===== config.mk =====
export PLATFORM = sky130hd
export DESIGN_NAME = instrDecoder
export DESIGN_NICKNAME = d
export VERILOG_FILES = /design/src/rtl/decodePkg.sv /design/src/rtl/instrDecoder.sv /design/src/rtl/exceptionCheck.sv /design/src/rtl/branchUnit.sv /design/src/rtl/memDecoder.sv /design/src/rtl/aluDecoder.sv
export VERILOG_INCLUDE_DIRS = /design/src /design/src/rtl
export SDC_FILE = /design/constraint.sdc
export NUM_CORES = 1
export LEC_CHECK = 0
export CAP_MARGIN = 20
export CORE_MARGIN = 4
export CORE_UTILIZATION = 55
export CTS_BUF_LIST = sky130_fd_sc_hd__clkbuf_8 sky130_fd_sc_hd__clkbuf_16
export DETAILED_ROUTE_END_ITERATION = 16
export DONT_BUFFER_PORTS = 1
export PLACE_DENSITY = 0.7
export SLEW_MARGIN = 20
export SYNTH_ARGS = -nofsm -noshare
export SYNTH_HDL_FRONTEND = slang
export SYNTH_SLANG_ARGS = --single-unit
export TNS_END_PERCENT = 20

===== constraint.sdc =====
create_clock -name clk -period 3.9 [get_ports clk]
set_clock_uncertainty 0.1 [all_clocks]
set_input_delay 0.39 -clock clk [delete_from_list [all_inputs] [get_ports clk]]
set_output_delay 0.39 -clock clk [all_outputs]
set_load 0.01 [all_outputs]

===== src/rtl/mipsIsa_defs.svh =====
`ifndef MIPS_ISA_DEFS_SVH
`define MIPS_ISA_DEFS_SVH

// Field widths
`define INSTR_W 32
`define OP_W    6
`define FUNCT_W 6
`define REG_W   5
`define EXC_W   5

// Primary opcodes
`define OP_SPECIAL 6'b000000
`define OP_REGIMM  6'b000001
`define OP_J       6'b000010
`define OP_JAL     6'b000011
`define OP_BEQ     6'b000100
`define OP_BNE     6'b000101
`define OP_BLEZ    6'b000110
`define OP_BGTZ    6'b000111
`define OP_ADDI    6'b001000
`define OP_ADDIU   6'b001001
`define OP_SLTI    6'b001010
`define OP_SLTIU   6'b001011
`define OP_ANDI    6'b001100
`define OP_ORI     6'b001101
`define OP_XORI    6'b001110
`define OP_LUI     6'b001111
`define OP_BEQL    6'b010100 // Likely forms set opcode bit 4
`define OP_BNEL    6'b010101
`define OP_BLEZL   6'b010110
`define OP_BGTZL   6'b010111
`define OP_LB      6'b100000
`define OP_LH      6'b100001
`define OP_LWL     6'b100010
`define OP_LW      6'b100011
`define OP_LBU     6'b100100
`define OP_LHU     6'b100101
`define OP_LWR     6'b100110
`define OP_SB      6'b101000
`define OP_SH      6'b101001
`define OP_SWL     6'b101010
`define OP_SW      6'b101011
`define OP_SWR     6'b101110

// SPECIAL funct codes
`define FN_SLL     6'b000000
`define FN_SRL     6'b000010
`define FN_SRA     6'b000011
`define FN_SLLV    6'b000100
`define FN_SRLV    6'b000110
`define FN_SRAV    6'b000111
`define FN_JR      6'b001000
`define FN_JALR    6'b001001
`define FN_SYSCALL 6'b001100
`define FN_BREAK   6'b001101
`define FN_MFHI    6'b010000
`define FN_MTHI    6'b010001
`define FN_MFLO    6'b010010
`define FN_MTLO    6'b010011
`define FN_MULT    6'b011000
`define FN_MULTU   6'b011001
`define FN_DIV     6'b011010
`define FN_DIVU    6'b011011
`define FN_ADD     6'b100000
`define FN_ADDU    6'b100001
`define FN_SUB     6'b100010
`define FN_SUBU    6'b100011
`define FN_AND     6'b100100
`define FN_OR      6'b100101
`define FN_XOR     6'b100110
`define FN_NOR     6'b100111
`define FN_SLT     6'b101010
`define FN_SLTU    6'b101011

// REGIMM rt codes: bit 0 GEZ, bit 1 likely, bit 4 link
`define RT_BLTZ    5'b00000
`define RT_BGEZ    5'b00001
`define RT_BLTZL   5'b00010
`define RT_BGEZL   5'b00011
`define RT_BLTZAL  5'b10000
`define RT_BGEZAL  5'b10001
`define RT_BLTZALL 5'b10010
`define RT_BGEZALL 5'b10011

`endif

===== src/rtl/decodePkg.sv =====
`default_nettype none
`include "mipsIsa_defs.svh"

package decodePkg;

	typedef enum logic [4:0] {
		aluAdd,
		aluAddu,
		aluSub,
		aluSubu,
		aluOr,
		aluAnd,
		aluNor,
		aluXor,
		aluSll, // Also SLLV
		aluSrl,
		aluSra,
		aluSlt,
		aluSltu,
		aluNone
	} aluOpT;

	typedef enum logic [2:0] {
		mdNone,
		mdMult,
		mdMultu,
		mdDiv,
		mdDivu,
		mdMthi,
		mdMtlo
	} mdOpT;

	typedef enum logic [1:0] {extZero, extSign, extLui} extOpT;

	typedef enum logic [1:0] {dstRt, dstRd, dstLink31} dstSelT;

	typedef enum logic [2:0] {wbAlu, wbHiLo, wbImm, wbLink, wbMem} wbSrcT;

	typedef enum logic [2:0] {memByte, memByteU, memHalf, memHalfU, memWord} memSizeT;

	// LWL/SWL and LWR/SWR
	typedef enum logic [1:0] {partNone, partLeft, partRight} partialOpT;

	typedef enum logic [1:0] {npcSeq, npcBranch, npcJump, npcJumpReg} npcOpT;

	// Sign of rs from the comparator
	typedef enum logic [1:0] {signZero, signPos, signNeg} signT;

	// MIPS Cause codes; fetch-stage codes arrive as raw values
	typedef enum logic [`EXC_W-1:0] {
		excNone = 5'd0,
		excSys  = 5'd8,
		excBp   = 5'd9,
		excRI   = 5'd10
	} excCodeT;

endpackage

`default_nettype wire


===== src/rtl/instrDecoder.sv =====
`timescale 1ns/1ps
`default_nettype none
`include "mipsIsa_defs.svh"

module instrDecoder (
	input  wire logic                clk,
	input  wire logic                rst,
	input  wire logic                instrValid,
	input  wire logic [`INSTR_W-1:0] instr,
	input  wire logic                rsEqRt,
	input  wire decodePkg::signT     rsSign,
	input  wire logic                fetchExc,
	input  wire logic [`EXC_W-1:0]   fetchExcCode,
	output logic                     ctrlValid,
	output decodePkg::aluOpT         aluOp,
	output decodePkg::mdOpT          mdOp,
	output decodePkg::extOpT         extOp,
	output logic                     shamtSel,
	output logic                     regWrite,
	output decodePkg::dstSelT        dstSel,
	output decodePkg::wbSrcT         wbSrc,
	output logic                     memRead,
	output logic                     memWrite,
	output decodePkg::memSizeT       memSize,
	output decodePkg::partialOpT     partialOp,
	output decodePkg::npcOpT         npcOp,
	output logic                     annulSlot,
	output logic                     inDelaySlot,
	output logic                     excValid,
	output decodePkg::excCodeT       excCode
);
	import decodePkg::*;

	logic [`OP_W-1:0]    op;
	logic [`REG_W-1:0]   rs;
	logic [`REG_W-1:0]   rt;
	logic [`REG_W-1:0]   rd;
	logic [`REG_W-1:0]   shamt;
	logic [`FUNCT_W-1:0] funct;

	aluOpT     aluOpDec;
	mdOpT      mdOpDec;
	extOpT     extOpDec;
	logic      shamtSelDec;
	dstSelT    dstSelAlu;
	wbSrcT     wbSrcAlu;
	logic      aluWrite;
	logic      aluKnown;
	logic      memReadDec;
	logic      memWriteDec;
	memSizeT   memSizeDec;
	partialOpT partialOpDec;
	logic      memKnown;
	npcOpT     npcOpDec;
	logic      annulDec;
	logic      linkWrite;
	logic      isBranch;
	logic      slotFlag;
	logic      branchKnown;
	logic      excValidDec;
	excCodeT   excCodeDec;

	logic      rdUnused;
	logic      fieldErr;
	logic      jalr;
	aluOpT     aluOpSel;
	extOpT     extOpSel;
	dstSelT    dstSelSel;
	wbSrcT     wbSrcSel;
	logic      regWriteDec;

	assign op    = instr[31:26];
	assign rs    = instr[25:21];
	assign rt    = instr[20:16];
	assign rd    = instr[15:11];
	assign shamt = instr[10:6];
	assign funct = instr[5:0];

	aluDecoder i_aluDecoder (
		.op(op), .funct(funct), .rt(rt),
		.aluOp(aluOpDec), .mdOp(mdOpDec), .extOp(extOpDec), .shamtSel(shamtSelDec),
		.dstSel(dstSelAlu), .wbSrc(wbSrcAlu), .aluWrite(aluWrite), .known(aluKnown)
	);

	memDecoder i_memDecoder (
		.op(op), .memRead(memReadDec), .memWrite(memWriteDec), .memSize(memSizeDec),
		.partialOp(partialOpDec), .known(memKnown)
	);

	branchUnit i_branchUnit (
		.clk(clk), .rst(rst), .instrValid(instrValid), .op(op), .funct(funct), .rt(rt),
		.rsEqRt(rsEqRt), .rsSign(rsSign), .npcOp(npcOpDec), .annulSlot(annulDec),
		.linkWrite(linkWrite), .isBranch(isBranch), .inDelaySlot(slotFlag),
		.known(branchKnown)
	);

	// SPECIAL forms keep unused rs, rd and shamt fields at zero
	assign rdUnused = (mdOpDec != mdNone) || ((npcOpDec == npcJumpReg) && !linkWrite);
	assign fieldErr = (op == `OP_SPECIAL) &&
		((shamtSelDec && (rs != '0)) ||
		(!shamtSelDec && (aluKnown || isBranch) && (shamt != '0)) ||
		(rdUnused && (rd != '0)));

	exceptionCheck i_exceptionCheck (
		.instrValid(instrValid), .op(op), .funct(funct),
		.fetchExc(fetchExc), .fetchExcCode(fetchExcCode),
		.aluKnown(aluKnown && !fieldErr), .memKnown(memKnown),
		.branchKnown(branchKnown && !fieldErr),
		.excValid(excValidDec), .excCode(excCodeDec)
	);

	assign jalr = linkWrite && (npcOpDec == npcJumpReg);

	always_comb begin
		aluOpSel  = aluOpDec;
		extOpSel  = extOpDec;
		dstSelSel = dstSelAlu;
		wbSrcSel  = wbSrcAlu;
		if (memKnown) begin
			aluOpSel = aluAdd; // Address is base plus offset
			extOpSel = extSign;
		end
		if (memReadDec) begin
			dstSelSel = dstRt;
			wbSrcSel  = wbMem;
		end else if (linkWrite) begin
			dstSelSel = jalr ? dstRd : dstLink31;
			wbSrcSel  = wbLink;
		end
	end

	assign regWriteDec = instrValid && !excValidDec && (aluWrite || memReadDec || linkWrite);

	always_ff @(posedge clk) begin
		if (!rst) begin
			ctrlValid   <= 1'b0;
			regWrite    <= 1'b0;
			memRead     <= 1'b0;
			memWrite    <= 1'b0;
			excValid    <= 1'b0;
			annulSlot   <= 1'b0;
			inDelaySlot <= 1'b0;
			npcOp       <= npcSeq;
		end else begin
			ctrlValid   <= instrValid;
			regWrite    <= regWriteDec;
			memRead     <= instrValid && memReadDec;
			memWrite    <= instrValid && !excValidDec && memWriteDec;
			excValid    <= excValidDec;
			annulSlot   <= instrValid && annulDec;
			inDelaySlot <= slotFlag;
			npcOp       <= instrValid ? npcOpDec : npcSeq; // Bubbles never redirect
		end
	end

	always_ff @(posedge clk) begin
		aluOp     <= aluOpSel;
		mdOp      <= mdOpDec;
		extOp     <= extOpSel;
		shamtSel  <= shamtSelDec;
		dstSel    <= dstSelSel;
		wbSrc     <= wbSrcSel;
		memSize   <= memSizeDec;
		partialOp <= partialOpDec;
		excCode   <= excCodeDec;
	end

endmodule

`default_nettype wire


===== src/rtl/exceptionCheck.sv =====
`timescale 1ns/1ps
`default_nettype none
`include "mipsIsa_defs.svh"

module exceptionCheck (
	input  wire logic                instrValid,
	input  wire logic [`OP_W-1:0]    op,
	input  wire logic [`FUNCT_W-1:0] funct,
	input  wire logic                fetchExc,
	input  wire logic [`EXC_W-1:0]   fetchExcCode,
	input  wire logic                aluKnown,
	input  wire logic                memKnown,
	input  wire logic                branchKnown,
	output logic                     excValid,
	output decodePkg::excCodeT       excCode
);
	import decodePkg::*;

	logic isBreak;
	logic isSyscall;
	logic reserved;

	assign isBreak   = (op == `OP_SPECIAL) && (funct == `FN_BREAK);
	assign isSyscall = (op == `OP_SPECIAL) && (funct == `FN_SYSCALL);
	// Nobody claims it
	assign reserved  = !(aluKnown || memKnown || branchKnown || isBreak || isSyscall);

	always_comb begin
		excValid = 1'b1;
		excCode  = excNone;
		if (!instrValid)
			excValid = 1'b0;
		else if (fetchExc)
			excCode = excCodeT'(fetchExcCode); // Fetch code kept as is
		else if (reserved)
			excCode = excRI;
		else if (isBreak)
			excCode = excBp;
		else if (isSyscall)
			excCode = excSys;
		else
			excValid = 1'b0;
	end

endmodule

`default_nettype wire


===== src/rtl/branchUnit.sv =====
`timescale 1ns/1ps
`default_nettype none
`include "mipsIsa_defs.svh"

module branchUnit (
	input  wire logic                clk,
	input  wire logic                rst,
	input  wire logic                instrValid,
	input  wire logic [`OP_W-1:0]    op,
	input  wire logic [`FUNCT_W-1:0] funct,
	input  wire logic [`REG_W-1:0]   rt,
	input  wire logic                rsEqRt,
	input  wire decodePkg::signT     rsSign,
	output decodePkg::npcOpT         npcOp,
	output logic                     annulSlot,
	output logic                     linkWrite,
	output logic                     isBranch,
	output logic                     inDelaySlot,
	output logic                     known
);
	import decodePkg::*;

	logic condBr; // Conditional branch recognised
	logic taken;
	logic likely;
	logic isJump;

	always_comb begin
		condBr    = 1'b0;
		taken     = 1'b0;
		likely    = 1'b0;
		isJump    = 1'b0;
		linkWrite = 1'b0;
		npcOp     = npcSeq;
		case (op)
			`OP_BEQ, `OP_BEQL: begin
				condBr = 1'b1;
				taken  = rsEqRt;
				likely = op[4];
			end
			`OP_BNE, `OP_BNEL: begin
				condBr = 1'b1;
				taken  = !rsEqRt;
				likely = op[4];
			end
			`OP_BLEZ, `OP_BLEZL, `OP_BGTZ, `OP_BGTZL: begin
				condBr = (rt == '0); // rt field must be zero
				taken  = op[0] ? (rsSign == signPos) : (rsSign != signPos);
				likely = op[4];
			end
			`OP_REGIMM: begin
				case (rt)
					`RT_BLTZ, `RT_BGEZ, `RT_BLTZL, `RT_BGEZL,
					`RT_BLTZAL, `RT_BGEZAL, `RT_BLTZALL, `RT_BGEZALL: condBr = 1'b1;
					default: condBr = 1'b0;
				endcase
				taken     = rt[0] ? (rsSign != signNeg) : (rsSign == signNeg);
				likely    = rt[1];
				linkWrite = condBr && rt[4]; // Link even when not taken
			end
			`OP_J, `OP_JAL: begin
				isJump    = 1'b1;
				npcOp     = npcJump;
				linkWrite = op[0];
			end
			`OP_SPECIAL: begin
				if ((funct == `FN_JR) || (funct == `FN_JALR)) begin
					isJump    = 1'b1;
					npcOp     = npcJumpReg;
					linkWrite = funct[0]; // JALR
				end
			end
			default: condBr = 1'b0;
		endcase

		if (condBr && taken)
			npcOp = npcBranch;
		annulSlot = condBr && likely && !taken;
	end

	assign isBranch = condBr || isJump;
	assign known    = isBranch;

	// Next accepted instruction sits in the delay slot
	always_ff @(posedge clk) begin
		if (!rst)
			inDelaySlot <= 1'b0;
		else if (instrValid)
			inDelaySlot <= isBranch;
	end

endmodule

`default_nettype wire


===== src/rtl/memDecoder.sv =====
`timescale 1ns/1ps
`default_nettype none
`include "mipsIsa_defs.svh"

module memDecoder (
	input  wire logic [`OP_W-1:0] op,
	output logic                  memRead,
	output logic                  memWrite,
	output decodePkg::memSizeT    memSize,
	output decodePkg::partialOpT  partialOp,
	output logic                  known
);
	import decodePkg::*;

	always_comb begin
		memRead   = 1'b0;
		memWrite  = 1'b0;
		memSize   = memWord;
		partialOp = partNone;
		case (op)
			`OP_LB:  memRead = 1'b1;
			`OP_LBU: memRead = 1'b1;
			`OP_LH:  memRead = 1'b1;
			`OP_LHU: memRead = 1'b1;
			`OP_LW:  memRead = 1'b1;
			`OP_LWL: memRead = 1'b1;
			`OP_LWR: memRead = 1'b1;
			`OP_SB:  memWrite = 1'b1;
			`OP_SH:  memWrite = 1'b1;
			`OP_SW:  memWrite = 1'b1;
			`OP_SWL: memWrite = 1'b1;
			`OP_SWR: memWrite = 1'b1;
			default: memRead = 1'b0;
		endcase

		case (op)
			`OP_LB, `OP_SB: memSize = memByte;
			`OP_LBU:        memSize = memByteU;
			`OP_LH, `OP_SH: memSize = memHalf;
			`OP_LHU:        memSize = memHalfU;
			default:        memSize = memWord; // Word and unaligned forms
		endcase

		if ((op == `OP_LWL) || (op == `OP_SWL))
			partialOp = partLeft;
		else if ((op == `OP_LWR) || (op == `OP_SWR))
			partialOp = partRight;
	end

	assign known = memRead || memWrite;

endmodule

`default_nettype wire


===== src/rtl/aluDecoder.sv =====
`timescale 1ns/1ps
`default_nettype none
`include "mipsIsa_defs.svh"

module aluDecoder (
	input  wire logic [`OP_W-1:0]    op,
	input  wire logic [`FUNCT_W-1:0] funct,
	input  wire logic [`REG_W-1:0]   rt,
	output decodePkg::aluOpT         aluOp,
	output decodePkg::mdOpT          mdOp,
	output decodePkg::extOpT         extOp,
	output logic                     shamtSel,
	output decodePkg::dstSelT        dstSel,
	output decodePkg::wbSrcT         wbSrc,
	output logic                     aluWrite,
	output logic                     known
);
	import decodePkg::*;

	always_comb begin
		aluOp    = aluNone;
		mdOp     = mdNone;
		shamtSel = 1'b0;
		dstSel   = dstRt;
		wbSrc    = wbAlu;
		case (op)
			`OP_SPECIAL: begin
				case (funct)
					`FN_ADD:            aluOp = aluAdd;
					`FN_ADDU:           aluOp = aluAddu;
					`FN_SUB:            aluOp = aluSub;
					`FN_SUBU:           aluOp = aluSubu;
					`FN_AND:            aluOp = aluAnd;
					`FN_OR:             aluOp = aluOr;
					`FN_XOR:            aluOp = aluXor;
					`FN_NOR:            aluOp = aluNor;
					`FN_SLT:            aluOp = aluSlt;
					`FN_SLTU:           aluOp = aluSltu;
					`FN_SLL, `FN_SLLV:  aluOp = aluSll;
					`FN_SRL, `FN_SRLV:  aluOp = aluSrl;
					`FN_SRA, `FN_SRAV:  aluOp = aluSra;
					`FN_MFHI, `FN_MFLO: wbSrc = wbHiLo;
					`FN_MULT:           mdOp = mdMult;
					`FN_MULTU:          mdOp = mdMultu;
					`FN_DIV:            mdOp = mdDiv;
					`FN_DIVU:           mdOp = mdDivu;
					`FN_MTHI:           mdOp = mdMthi;
					`FN_MTLO:           mdOp = mdMtlo;
					default:            aluOp = aluNone; // JR, BREAK etc. handled elsewhere
				endcase
				shamtSel = (funct == `FN_SLL) || (funct == `FN_SRL) || (funct == `FN_SRA);
				dstSel   = dstRd;
			end
			`OP_ADDI:  aluOp = aluAdd;
			`OP_ADDIU: aluOp = aluAddu;
			`OP_SLTI:  aluOp = aluSlt;
			`OP_SLTIU: aluOp = aluSltu;
			`OP_ANDI:  aluOp = aluAnd;
			`OP_ORI:   aluOp = aluOr;
			`OP_XORI:  aluOp = aluXor;
			`OP_LUI:   wbSrc = wbImm; // Shifted immediate goes straight to the register
			default:   aluOp = aluNone;
		endcase

		if (op == `OP_SPECIAL) begin
			aluWrite = (aluOp != aluNone) || (wbSrc == wbHiLo);
			known    = aluWrite || (mdOp != mdNone); // HI/LO writers leave aluWrite low
		end else begin
			known    = (aluOp != aluNone) || (wbSrc == wbImm);
			aluWrite = known && (rt != '0); // Results aimed at $zero are dropped
		end
	end

	always_comb begin
		case (op)
			`OP_ADDI, `OP_ADDIU, `OP_SLTI, `OP_SLTIU: extOp = extSign;
			`OP_LUI:                                  extOp = extLui;
			default:                                  extOp = extZero; // Logical immediates
		endcase
	end

endmodule

`default_nettype wire


=== Yosys cells after proc, flatten, opt, wreduce, memory -nomap -nowiden ===
Memory sizes are Yosys's and may differ from the RTL's.
Index checks and enable logic that the tools add are counted.

* Flip-flop bits (word level): 36
* Bits in latches: 0
* Bits in writable memories: 0
* Bits in read-only memories: 32
* Input port bits: 44
* Output and inout bits: 35
* Logic and storage cells: 196
* Memories kept: 1

{| class="wikitable"
|+ Memories
! memory !! words !! width !! rd ports !! clocked after memory_dff !! wr ports !! RTL line !! source
|-
| (name not given) || 32 || 1 || 1 || 0 || 0 || branchUnit.sv:52 || <nowiki>case (rt)</nowiki>
|}

* Add/subtract/negate cells: 0
* Multipliers: 0
* Div/mod/pow operators: 0
* Magnitude comparators: 0
* Equal/unequal tests: 66
* Shift-type cells: 0
* Multiplexer cells: 40
* Bitwise gates (word level): 0
* Reductions and logical operators: 71

{| class="wikitable"
|+ Operators with widths
! cell !! count
|-
| 6-bit == test (second input constant) || 22
|-
| 6-bit by 4-bit == test with 1-bit output (second input constant) || 12
|-
| 6-bit by 5-bit == test with 1-bit output (second input constant) || 12
|-
| 4-bit one-hot mux with 13 select lines || 1
|-
| 6-bit by 3-bit == test with 1-bit output (second input constant) || 7
|-
| 5-bit one-hot mux with 8 select lines || 1
|-
| 6-bit by 2-bit == test with 1-bit output (second input constant) || 4
|-
| 1-bit logical AND || 21
|-
| 1-bit logical OR || 20
|-
| 5-bit nonzero test || 4
|-
| 3-bit one-hot mux with 6 select lines || 1
|-
| 2-bit OR reduction || 9
|-
| 1-bit two-way mux || 17
|-
| 5-bit two-way mux || 3
|-
| 6-bit zero test || 2
|-
| 3-bit one-hot mux with 4 select lines || 1
|-
| 4-bit OR reduction || 3
|-
| 2-bit two-way mux || 5
|-
| 2-bit one-hot mux with 2 select lines || 2
|-
| 8-bit OR reduction || 1
|-
| 7-bit OR reduction || 1
|-
| 6-bit by 1-bit == test with 1-bit output (second input constant) || 1
|-
| 1-bit zero test || 6
|-
| 3-bit two-way mux || 2
|-
| 16 further kinds || 19
|}

=== Longest topological paths before layout ===
Gate-level depths: netlist of the first run.

* Word-level depth: 26
* Gate-level depth with buffers: 8
* Mapped depth without buffers: 7

=== Hierarchy ===
Synthesis of the first run repeated with hierarchy kept, for this count alone.

* Cell total of the unflattened synthesis: 233
* Area, all modules: 1990.7 um^2

{| class="wikitable"
|+ Modules (own cells, without submodules)
! module !! times used !! cells each !! area an instance (um^2)
|-
| instrDecoder || 1 || 80 || 967.2
|-
| aluDecoder || 1 || 82 || 535.5
|-
| branchUnit || 1 || 36 || 252.7
|-
| exceptionCheck || 1 || 20 || 127.6
|-
| memDecoder || 1 || 15 || 107.6
|}

=== Worst setup path after synthesis of the first run ===
Ideal clock, no wire load.

* Path type: input port to flip-flop
* From: input instr[28]
* To: register excCode[3]
* Library setup time: 0.145 ns
* Arrival: 2.153 ns
* Setup slack: 1.502 ns
* Stages on the path: 7
* Buffers on the path: 1
* Cells stage by stage: buf_6 > or4_4 > or4b_4 > a21boi_4 > nor4b_4 > a31oi_4 > a221oi_2

* Cells in the longest elaborated chain, start to end: 20
* Elaborated cells between the ends (all ways): 88
* Those cells by class: eq/ne (35); mux (17); reduce/logical (36)

{| class="wikitable"
|+ Ends and longest elaborated chain
! element !! RTL line !! source
|-
| start: declaration || instrDecoder.sv:9 || <nowiki>input wire logic [`INSTR_W-1:0] instr,</nowiki>
|-
| 6-bit by 4-bit == test with 1-bit output or 6-bit zero test (tied branches) || aluDecoder.sv:26, branchUnit.sv:35 ||
|-
| 5-bit one-hot mux with 8 select lines or 3-bit one-hot mux with 2 select lines (tied branches) || aluDecoder.sv:26 || <nowiki>case (op)</nowiki>
|-
| 5-bit by 4-bit != test with 1-bit output or 3-bit by 1-bit == test with 1-bit output (tied branches) || aluDecoder.sv:66, aluDecoder.sv:69 ||
|-
| 1-bit logical OR || aluDecoder.sv:66 || <nowiki>aluWrite = (aluOp != aluNone) || (wbSrc == wbHiLo);</nowiki>
|-
| 1-bit logical OR || aluDecoder.sv:67 || <nowiki>known = aluWrite || (mdOp != mdNone);</nowiki>
|-
| 1-bit two-way mux || aluDecoder.sv:65 || <nowiki>if (op == `OP_SPECIAL) begin</nowiki>
|-
| 1-bit logical OR || instrDecoder.sv:101 || <nowiki>(!shamtSelDec && (aluKnown || isBranch) && (shamt != '0)) ||</nowiki>
|-
| 1-bit logical AND (2 in a row) || instrDecoder.sv:101 ||
|-
| 1-bit logical OR || instrDecoder.sv:100 || <nowiki>((shamtSelDec && (rs != '0)) ||</nowiki>
|-
| 1-bit logical OR || instrDecoder.sv:101 ||
|-
| 1-bit logical AND || instrDecoder.sv:99 || <nowiki>assign fieldErr = (op == `OP_SPECIAL) &&</nowiki>
|-
| 1-bit zero test || instrDecoder.sv:107, instrDecoder.sv:108 ||
|-
| 1-bit logical AND || instrDecoder.sv:107 || <nowiki>.aluKnown(aluKnown && !fieldErr), .memKnown(memKnown),</nowiki>
|-
| 1-bit logical OR (4 in a row) || exceptionCheck.sv:26 || <nowiki>assign reserved = !(aluKnown || memKnown || branchKnown || isBreak || isSyscall);</nowiki>
|-
| 5-bit two-way mux * || exceptionCheck.sv:35 || <nowiki>else if (reserved)</nowiki>
|-
| 5-bit two-way mux * || exceptionCheck.sv:33 || <nowiki>else if (fetchExc)</nowiki>
|-
| end signal: assignment || instrDecoder.sv:165 || <nowiki>excCode <= excCodeDec;</nowiki>
|-
| end: declaration || instrDecoder.sv:30 || <nowiki>output decodePkg::excCodeT excCode</nowiki>
|}

Mark *: on every way between the ends. The rest lies on a longest branch, timed or not.
A chain may end at the register's enable or synchronous reset.

=== Worst setup path in the final report of the first run ===
* From: input instr[26]
* To: register excCode[3]

The elaborated chain is that of the path after synthesis.

==> summary.md, run 1 <==
| Metric | Value |
|---|---|
| Nets | 243 |
| Met3 Use GR | just under 7% |
| Simple-Gate Fraction of Synth Area | between 30% and 40% |
| Max incr delay on CP | about 0.57 ns |
| Number of global-route vias before repair | 1378 |
| Clk slew on worst S/H paths | roughly 0.070 ns |
| Die Height | around 64 um |
| Post-synth EDFFs | 0 |
| Worst Path Class, Setup | in2reg |
| CP Cell Sequence | nor4_1, nand2_1, or4_1, nand3_2, a31oi_4, a221oi_2 |
| Post-layout util | roughly three fifths |
| Routability cong. | a little under 0.9 |
| Post-Synthesis Cells | 204 |
| Post-Syn Area | 0.001750 mm2 |
| Port bufs | 0 |
| XOR/XNOR Fraction of Synth Area | around 2% |
| DRT antenna net count | 0 |
| Critical-path maximum fanout | 10 |
| Core ar. | slightly above 0.003 mm2 |
| Met2 Usage GRT | around 35% |
| Peak VDD IR | around 210 uV |
| # IOs | about 80 |
| Register bit total from synthesis | 35 |
| Fmax | slightly below 500 MHz |
| Area after DPL | around 0.0017 mm2 |
| # fillers | 308 |
| Placed cells | 236 |
| Htree depth | 2 |
| Setup slack after layout | approximately 1.8 ns |
| CP Capture Type | flip-flop |
| Root Driver | clkbuf_8 |
| Number of clock sinks | 35 |
| Routed len/inst | between 15 and 20 um |
| Grt met1 use | between 20% and 30% |
| Pre-CTS setup slack | between 1.5 and 2 ns |
| Critical Path RT | approximately 4 ns |
| Post-synthesis mux area share | about 1.2% |
| Layout Area Growth over Synthesis | 5.790% |
| DIE WIDTH | 64.42 um |
| Initial antenna violation count | 0 |
| Status | finished, final reports clean |
| Initial Util | between 50% and 60% |
| Syn nets | about 250 |
| Via-to-Cell Ratio | just over 6 |
| Total negative slack | 0 ns |
| CTS Buf Count | 5 |
| Unique masters post-synth | 56 |
| Max_slew headroom | 37.97% |
| Syn Area/Cell | about 8.6 um2 |
| Warning count from the yosys run | 0 |
| Clock latency on the worst-skew pair | about 0.29 ns |
| RSZ-0062 raised after global routing | no |
| Synth Area in Compound Gates | approximately 20% |
| Worst path arrival time | between 2 and 2.5 ns |
| Worst Setup Start Kind | primary input |
| Hold WC Path Type | in2reg |
| Max-cap violations | 0 |
| Resized Gates After CTS | 0 |
| Final hold vios | 0 |
| TritonCTS clock tree | built |
| Worst slew pin tran | 0.9220 ns |
| Final Setup Violations | 0 |
| CP max-delay cell | or4_1 |
| FP Rows | 20 |
| Grt total ovfl | 0 |
| Hold-fix buffers at CTS | 0 |
| DRC violations left | 0 |
| Final WL | between 4000 and 5000 um |
| Slew Limit Fails | 0 |
| Cell leakage power | between 0.7 and 0.8 nW |
| Asr flop ratio synth | 0% |
| First-pass GRT wire length | about 6900 um |
| Design Area, Final | 0.001852 mm2 |
| DRT Pass-1 Iters | 4 |
| Main synth FF type | dfxtp_1 |
| HPWL after DPL | between 3000 and 4000 um |
| Setup bufs post-CTS | 0 |
| CTS max path bufs | 2 |
| Power density cells | a little over 400 mW/mm2 |
| Adder-Cell Fraction of Synth Area | 0% |
| Layout cells sized above 1 | 9.500% |
| Initial detailed-routing violation count | between 90 and 100 |
| Minimum clock period | about 2.1 ns |
| Largest family of logic cells by synthesized area | simple AND/OR/NAND/NOR gates |
| Total power | 0.7643 mW |
| Total track usage | 21.66% |
| Crit share post-route | 53.26% |
| Total Die Area | ~0.0041 mm2 |
| Sequential area share after synthesis | approximately two fifths |
| Antenna Cells | 0 |
| Hold slack | roughly 0.072 ns |
| Pin count of the biggest net entering global routing | 19 |
| Post-Layout Cell Count | between 200 and 250 |
| GR peak layer | met2 |
| Vias post-DR | 1502 |
## flip-flops by register name, summed over array words and instances, names as in the netlist, 2 cells and up
register / cells
extOp: 2
wbSrc: 3
memSize: 3
excCode: 5
partialOp: 2
dstSel: 2
npcOp: 2
aluOp: 4
mdOp: 3
## layout by cell type, fill, tap and decap left out, types with 3 or more instances in the layout
| cell | count |
|---|---|
| clkbuf_8 | 5 |
| nand3_1 | 5 |
| o21ai_0 | 7 |
| and3_1 | 3 |
| a21oi_1 | 5 |
| nor4_1 | 7 |
| nand2_1 | 17 |
| a32oi_1 | 3 |
| a31oi_1 | 3 |
| dfxtp_1 | 35 |
| nor3_1 | 8 |
| nand4_1 | 3 |
| nor2_1 | 25 |
| nand2b_1 | 6 |
| o22ai_1 | 3 |
| or4_1 | 5 |
| inv_1 | 11 |
## cells by family (layout without fill, tap and decap cells)
kind of cell | count (synthesis) | count (layout)
flip-flops | 35 | 35
AO/OA/AOI/OAI | 43 | 43
AND/OR/NAND/NOR | 96 | 96
other | 1 | 1
multiplexers | 2 | 2
XOR/XNOR | 4 | 4
buffers and inverters | 23 | 19
## power breakdown
group	switching, mW	internal (mW)
Sequential	0.00962	0.369
Clock	0.129	0.190
Combinational	0.0365	0.0298
Total	0.175	0.589
## worst paths after layout
path / slack (ns) / depth (start not counted) / start / endpoint
worst max-delay path: 1.82 / 6 / instr[26] / excCode[3]
worst min register to register: 0.39 / 1 / i_branchUnit.inDelaySlot / inDelaySlot
worst max register to register: 3.11 / 3 / i_branchUnit.inDelaySlot / i_branchUnit.inDelaySlot
worst min-delay path: 0.07 / 1 / instr[2] / shamtSel
## worst max-delay path, delay by kind of cell
kind | cells | cell delay [ns]
compound gates | 2 | 0.31
simple gates | 4 | 1.48
## per-layer routing
metal / share of wire [%] / wire length, um
met5: 0 / 0
met4: 1.7 / 73
met3: 11 / 468
met2: 45 / 1974
met1: 43 / 1869
## cells in the mapped netlist, drive strengths merged, types with 2 or more instances
master	n	area share, %
a211oi	2	0.86
a21boi	2	1.5
a21oi	6	1.9
a221oi	2	1.4
a2bb2oi	2	1.0
a31oi	4	2.3
a32o	2	1.1
a32oi	3	1.5
and2	2	0.71
and3	3	1.1
and4b	2	1.1
buf	10	3.4
clkbuf	2	0.43
dfxtp	35	40
inv	11	2.4
nand2	17	3.6
nand2b	6	2.1
nand3	6	2.0
nand4	3	1.1
nor2	25	5.4
nor2b	2	0.71
nor3	8	2.3
nor4	8	3.2
nor4b	3	2.4
o21ai	7	2.0
o22ai	3	1.1
or3	2	0.71
or4	6	2.8
xnor2	2	1.0
xor2	2	1.0
## area by class of cell
| type | count | area [um2] | share of cell area, % |
|---|---|---|---|
| clock inverter | 3 | 43.79 | 2.365 |
| clock buffer | 5 | 68.82 | 3.716 |
| multi-input combinational | 146 | 942.2 | 50.88 |
| sequential | 35 | 700.7 | 37.84 |
| tap | 44 | 55.05 | 2.973 |
| inverter | 11 | 41.29 | 2.230 |
No activity file was read; power rests on OpenSTA's default activity.
==> inputs of run 2 (changes only) <==
--- a/config.mk
+++ b/config.mk
@@ -12,7 +12,7 @@
 export CTS_BUF_LIST = sky130_fd_sc_hd__clkbuf_8 sky130_fd_sc_hd__clkbuf_16
 export DETAILED_ROUTE_END_ITERATION = 16
 export DONT_BUFFER_PORTS = 1
-export PLACE_DENSITY = 0.7
+export PLACE_DENSITY = 0.73
 export SLEW_MARGIN = 20
 export SYNTH_ARGS = -nofsm -noshare
 export SYNTH_HDL_FRONTEND = slang
==> constraint.sdc (replaced) <==
create_clock -name clk -period 1.7 [get_ports clk]
set_clock_uncertainty 0.1 [all_clocks]
set_input_delay 0.17 -clock clk [delete_from_list [all_inputs] [get_ports clk]]
set_output_delay 0.17 -clock clk [all_outputs]
set_load 0.01 [all_outputs]
==> summary.md, run 2 (synthesis results as in run 1) <==
| Metric | Value |
|---|---|
| Grt total ovfl | 0 (unchanged) |
| Core ar. | 0.003053 mm2 (unchanged) |
| HPWL after DPL | 3632 um (was 3501 um) |
| Status | finished, final reports clean (unchanged) |
| RSZ-0062 raised after global routing | yes (was no) |
| Multi-input logic area | 998.5 um2 (was 942.2 um2) |
| Minimum clock period | between 1.5 and 2 ns |
| CTS max path bufs | 2 (unchanged) |
| Layout Area Growth over Synthesis | 31.81% (was 5.790%) |
| Final hold vios | 0 (unchanged) |
| Final Setup Violations | 0 (unchanged) |
| CP max-delay cell | or4b_4 (was or4_1) |
| Worst slew pin tran | 0.5529 ns (was 0.9220 ns) |
| Power density cells | 717.3 mW/mm2 (was 412.7 mW/mm2) |
| DRT Pass-1 Iters | 5 (was 4) |
| FP Rows | 20 (unchanged) |
| Worst path arrival time | 1.77 ns (was 2.18 ns) |
| Largest register FFs | 5 (unchanged) |
| Routed len/inst | 17.40 um (was 17.97 um) |
| First-pass GRT wire length | 8411 um (was 6913 um) |
| DRT antenna net count | 0 (unchanged) |
| Peak VDD IR | 377.4 uV (was 211.2 uV) |
| Storage cell area | 700.7 um2 (unchanged) |
| Pin count of the biggest net entering global routing | 19 (unchanged) |
| Worst Setup Start Kind | primary input (unchanged) |
| Commonest non-fill, non-tap cell in the layout | dfxtp_1 (unchanged) |
| Total track usage | 26.03% (was 21.66%) |
| Total Die Area | 0.004149 mm2 (unchanged) |
| Die Height | 64.42 um (unchanged) |
| Clock latency on the worst-skew pair | 0.28 ns (was 0.29 ns) |
| Vias post-DR | 1801 (was 1502) |
| Final WL | 5116 um (was 4385 um) |
| Crit share post-route | between 90% and 100% |
| Placed cells | 264 (was 236) |
| Regs by FF count | excCode x5, aluOp x4 (unchanged) |
| Root Driver | clkbuf_8 (unchanged) |
| Critical-path maximum fanout | 7 (was 10) |
| Initial antenna violation count | 0 (unchanged) |
| CP Capture Type | flip-flop (unchanged) |
| Max_slew headroom | 62.83% (was 37.97%) |
| Setup bufs post-CTS | 0 (unchanged) |
| Worst Path Class, Setup | in2reg (unchanged) |
| Hold slack | 0.003758 ns (was 0.07210 ns) |
| # IOs | 79 (unchanged) |
| Commonest cells after routing, fill and taps aside | dfxtp_1 (35), buf_4 (28), nor2_1 (25), dlygate4sd3_1 (22), nand2_1 (17) (was dfxtp_1 (35), nor2_1 (25), nand2_1 (17), inv_1 (11), nor3_1 (8)) |
| Initial detailed-routing violation count | 139 (was 99) |
| Number of clock sinks | 35 (unchanged) |
| Port bufs | 0 (unchanged) |
| Layout cells sized above 1 | 20.80% (was 9.500%) |
| Nets | 293 (was 243) |
| Slew Limit Fails | 0 (unchanged) |
| Number of global-route vias before repair | 1771 (was 1378) |
| Fmax | roughly 590 MHz |
| Hold WC Path Type | in2reg (unchanged) |
| Total power | 1.655 mW (was 0.7643 mW) |
| Cell leakage power | 0.9673 nW (was 0.7307 nW) |
| Initial Util | 57.34% (unchanged) |
| Routability cong. | 0.9705 (was 0.8654) |
| DIE WIDTH | 64.42 um (unchanged) |
| Max-cap violations | 0 (unchanged) |
| Pre-CTS setup slack | -0.3556 ns (was 1.537 ns) |
| Max incr delay on CP | 0.55 ns (was 0.57 ns) |
| DRC violations left | 0 (unchanged) |
| Critical Path RT | 1.77 ns (was 4.01 ns) |
| CP Cell Sequence | or4_4, or4b_4, a21boi_4, nor4b_4, a31oi_4, a221oi_2 (was nor4_1, nand2_1, or4_1, nand3_2, a31oi_4, a221oi_2) |
| CTS Buf Count | 5 (unchanged) |
| Htree depth | 2 (unchanged) |
| Post-Layout Cell Count | 294 (was 244) |
| Antenna Cells | 0 (unchanged) |
| Biggest register | excCode (unchanged) |
| Post-layout util | 75.57% (was 60.66%) |
| Clk slew on worst S/H paths | 0.07 ns (about the same) |
| Via-to-Cell Ratio | 6.126 (was 6.156) |
| # fillers | 230 (was 308) |
| Setup slack after layout | 0.002471 ns (was 1.823 ns) |
| TritonCTS clock tree | built (unchanged) |
==> run 2: where the power goes <==
part | switching (mW) | internal [mW]
sequential | 0.0223 | 0.847
combinational | 0.107 | 0.123
clock | 0.280 | 0.275
==> run 2: layout make-up <==
type / count / area share, %
flip-flops and latches: 35 / 30.37
clock inverters: 3 / 0.5423
multi-input cells: 146 / 43.28
well taps: 44 / 2.386
clock buffers: 5 / 2.983
repair buffers: 50 / 18.66
inverters: 11 / 1.790
==> run 2: path summary, 6_finish.rpt <==
check,startpoint,endpoint,slack [ns],cells after the start
max,instr[31],excCode[3],0.002,6
max reg2reg,i_branchUnit.inDelaySlot,i_branchUnit.inDelaySlot,0.90,3
min,instr[2],npcOp[0],0.004,2
min reg2reg,i_branchUnit.inDelaySlot,inDelaySlot,0.38,1
==> run 2: per-stage QoR <==
step / setup TNS [ns] / area (um2)
final: 0 / 2307
after global routing: -0.06116 / 2307
after CTS: -0.004863 / 2266
after detailed placement: -1.630 / 1968
after global placement: -1.372 / 1968
after floorplan: -1.195 / 1773
==> run 2: timing repair <==
| item | CTS | global route |
|---|---|---|
| endpoints found under the setup margin | 3 | 4 |
| gates cloned | 0 | 0 |
| endpoints found under the hold margin | 19 | 1 |
| pin swaps | 0 | 5 |
| hold buffers | 21 | 1 |
| resized for setup | 1 | 5 |
==> run 2: critical path: cells and delay by family <==
family,cells,cell delay (ns)
and+or+nand+nor,3,1.21
AOI/OAI and AO/OA,3,0.38
==> run 2: routing by layer <==
metal	GRT usage [%]	vias up	share of wire [%]
met5	0	-	0
met4	13.19	0	3.3
met3	8.319	21	12
met2	41.88	128	46
met1	31.11	817	39
li1	-	835	-
==> inputs of run 3 (changes only) <==
--- a/config.mk
+++ b/config.mk
@@ -7,12 +7,14 @@
 export NUM_CORES = 1
 export LEC_CHECK = 0
 export CAP_MARGIN = 20
+export CELL_PAD_IN_SITES_DETAIL_PLACEMENT = 1
+export CELL_PAD_IN_SITES_GLOBAL_PLACEMENT = 1
 export CORE_MARGIN = 4
-export CORE_UTILIZATION = 55
+export CORE_UTILIZATION = 40
 export CTS_BUF_LIST = sky130_fd_sc_hd__clkbuf_8 sky130_fd_sc_hd__clkbuf_16
 export DETAILED_ROUTE_END_ITERATION = 16
 export DONT_BUFFER_PORTS = 1
-export PLACE_DENSITY = 0.73
+export PLACE_DENSITY = 0.85
 export SLEW_MARGIN = 20
 export SYNTH_ARGS = -nofsm -noshare
 export SYNTH_HDL_FRONTEND = slang
==> summary.md, run 3 (synthesis results as in run 1) <==
| Metric | Value |
|---|---|
| Biggest register | excCode (unchanged) |
| Hold depth | 2 (unchanged) |
| Final hold vios | 0 (unchanged) |
| Hold WC Path Type | in2reg (unchanged) |
| Initial antenna violation count | 0 (unchanged) |
| # IOs | 79 (unchanged) |
| Commonest non-fill, non-tap cell in the layout | dfxtp_1 (unchanged) |
| Die Height | 74.15 um (was 64.42 um) |
| Setup slack after layout | -0.01569 ns (was 0.002471 ns) |
| Post-Layout Cell Count | 306 (was 294) |
| CP Capture Type | flip-flop (unchanged) |
| Worst Setup Start Kind | primary input (unchanged) |
| Layout Area Growth over Synthesis | 35.81% (was 31.81%) |
| Met1 wire length | 2541 um (was 1998 um) |
| Layout cells sized above 1 | 24.22% (was 20.80%) |
| Met3 WL post-DR | 520 um (was 611 um) |
| Clock latency on the worst-skew pair | 0.29 ns (was 0.28 ns) |
| Critical-path maximum fanout | 7 (unchanged) |
| Number of global-route vias before repair | 1898 (was 1771) |
| Critical R2R Capture | i_branchUnit.inDelaySlot (unchanged) |
| CP Capture Point | excCode[3] (unchanged) |
| Design Area, Final | 0.002377 mm2 (was 0.002307 mm2) |
| Core ar. | 0.004115 mm2 (was 0.003053 mm2) |
| Routed len/inst | 20.54 um (was 17.40 um) |
| Antenna Cells | 0 (unchanged) |
| DIE WIDTH | 74.15 um (was 64.42 um) |
| Minimum clock period | 1.716 ns (was 1.698 ns) |
| Crit share post-route | 100.9% (was 99.85%) |
| Routability cong. | 0.8973 (was 0.9705) |
| R2R setup slack | 0.91 ns (was 0.90 ns) |
| Initial detailed-routing violation count | 92 (was 139) |
| Nets | 299 (was 293) |
| Vias post-DR | 1862 (was 1801) |
| Worst slew pin tran | 0.5427 ns (was 0.5529 ns) |
| Area after DPL | 0.002021 mm2 (was 0.001968 mm2) |
| Pin count of the biggest net entering global routing | 19 (unchanged) |
| Regs by FF count | excCode x5, aluOp x4 (unchanged) |
| Status | finished, violations left (was finished, final reports clean) |
| Hold_sp | instr[4] (was instr[2]) |
| Total track usage | 23.87% (was 26.03%) |
| Number of clock sinks | 35 (unchanged) |
| Total negative slack | -0.02054 ns (was 0 ns) |
| Max layer used | met4 (unchanged) |
| Critical path launch point | instr[31] (unchanged) |
| Final WL | 6285 um (was 5116 um) |
| Fmax | 582.9 MHz (was 589.1 MHz) |
| Worst Path Class, Setup | in2reg (unchanged) |
| DRT Pass-1 Iters | 4 (was 5) |
| Total Die Area | 0.005498 mm2 (was 0.004149 mm2) |
| Max-cap violations | 0 (unchanged) |
| Worst Reg-to-Reg Cells | 3 (unchanged) |
| Commonest cells after routing, fill and taps aside | dfxtp_1 (35), buf_4 (34), nor2_1 (25), dlygate4sd3_1 (22), nand2_1 (17) (was dfxtp_1 (35), buf_4 (28), nor2_1 (25), dlygate4sd3_1 (22), nand2_1 (17)) |
| Failing checks | setup timing |
| Peak VDD IR | 276.3 uV (was 377.4 uV) |
| Worst path arrival time | 1.79 ns (was 1.77 ns) |
| Grt total ovfl | 0 (unchanged) |
| Largest register FFs | 5 (unchanged) |
| Htree depth | 2 (unchanged) |
| HPWL after DPL | 4148 um (was 3632 um) |
| CTS Buf Count | 5 (unchanged) |
| DRC violations left | 0 (unchanged) |
| Final Setup Violations | 2 (was 0) |
| Root Driver | clkbuf_8 (unchanged) |
| R2r startpoint | i_branchUnit.inDelaySlot (unchanged) |
| CTS max path bufs | 2 (unchanged) |
| RSZ-0062 raised after global routing | yes (unchanged) |
| Post-layout util | 57.77% (was 75.57%) |
| Clk slew on worst S/H paths | 0.08 ns (was 0.07 ns) |
| Port bufs | 0 (unchanged) |
| Critical Path RT | 1.77 ns (about the same) |
| Met2 wire len | 3075 um (was 2338 um) |
| Power density cells | 717.9 mW/mm2 (was 717.3 mW/mm2) |
| Placed cells | 276 (was 264) |
| First-pass GRT wire length | 9929 um (was 8411 um) |
| Slew Limit Fails | 0 (unchanged) |
| FP Rows | 23 (was 20) |
| Hold slack | 0.001175 ns (was 0.003758 ns) |
| DRT antenna net count | 0 (unchanged) |
| TritonCTS clock tree | built (unchanged) |
| Cell leakage power | 0.9885 nW (was 0.9673 nW) |
| Via-to-Cell Ratio | 6.085 (was 6.126) |
| Initial Util | 42.54% (was 57.34%) |
| Max_slew headroom | 63.52% (was 62.83%) |
run 3: where the power goes:
| part | leakage, nW | switching (mW) | internal [mW] |
|---|---|---|---|
| sequential | 0.286 | 0.0233 | 0.847 |
| clock | 0.0402 | 0.305 | 0.285 |
| combinational | 0.663 | 0.118 | 0.129 |
| total | 0.989 | 0.446 | 1.26 |
run 3: cell type report:
type / count / area, um2
Multi-Input combinational cell: 146 / 1008
Clock buffer: 5 / 68.82
Fill cell: 483 / 1738
Clock inverter: 3 / 20.02
Inverter: 11 / 41.29
Timing Repair Buffer: 56 / 475.5
Sequential cell: 35 / 700.7
Tap cell: 50 / 62.56
run 3: worst max-delay path, stage by stage:
cell	delay [ns]
or4_4	0.51
or4b_4	0.56
a21boi_4	0.16
nor4b_4	0.14
a31oi_4	0.17
a221oi_2	0.07
run 3: worst min path at each step:
stage	endpoint	slack, ns
2_1_floorplan	excCode[3]	0.16
3_3_place_gp	partialOp[0]	0.15
3_5_place_dp	shamtSel	0.15
4_1_cts	mdOp[1]	-0.009
5_1_grt	npcOp[0]	0.004
6_report	mdOp[1]	0.001
run 3: through the flow:
| stage | setup WS (ns) | power (mW) |
|---|---|---|
| after detailed placement | -0.3725 | 1.080 |
| final | -0.01569 | 1.707 |
| after global routing | -0.03430 | 1.793 |
| after floorplan | -0.3261 | 1.049 |
| after CTS | -0.001390 | 1.688 |
| after global placement | -0.2884 | 1.073 |
run 3: per-layer routing:
metal	GRT usage (%)	vias to the layer above
met5	0	-
met3	6.081	12
met4	9.256	0
li1	-	844
met2	41.24	94
met1	28.24	912
run 3: timing repair:
action / CTS / global route
cloned: 0 / 0
endpoints found under the setup margin: 3 / 6
pin swaps: 0 / 4
buffers inserted: 0 / 0
hold buffers: 21 / 1
endpoints found under the hold margin: 19 / 1
resized for setup: 1 / 8
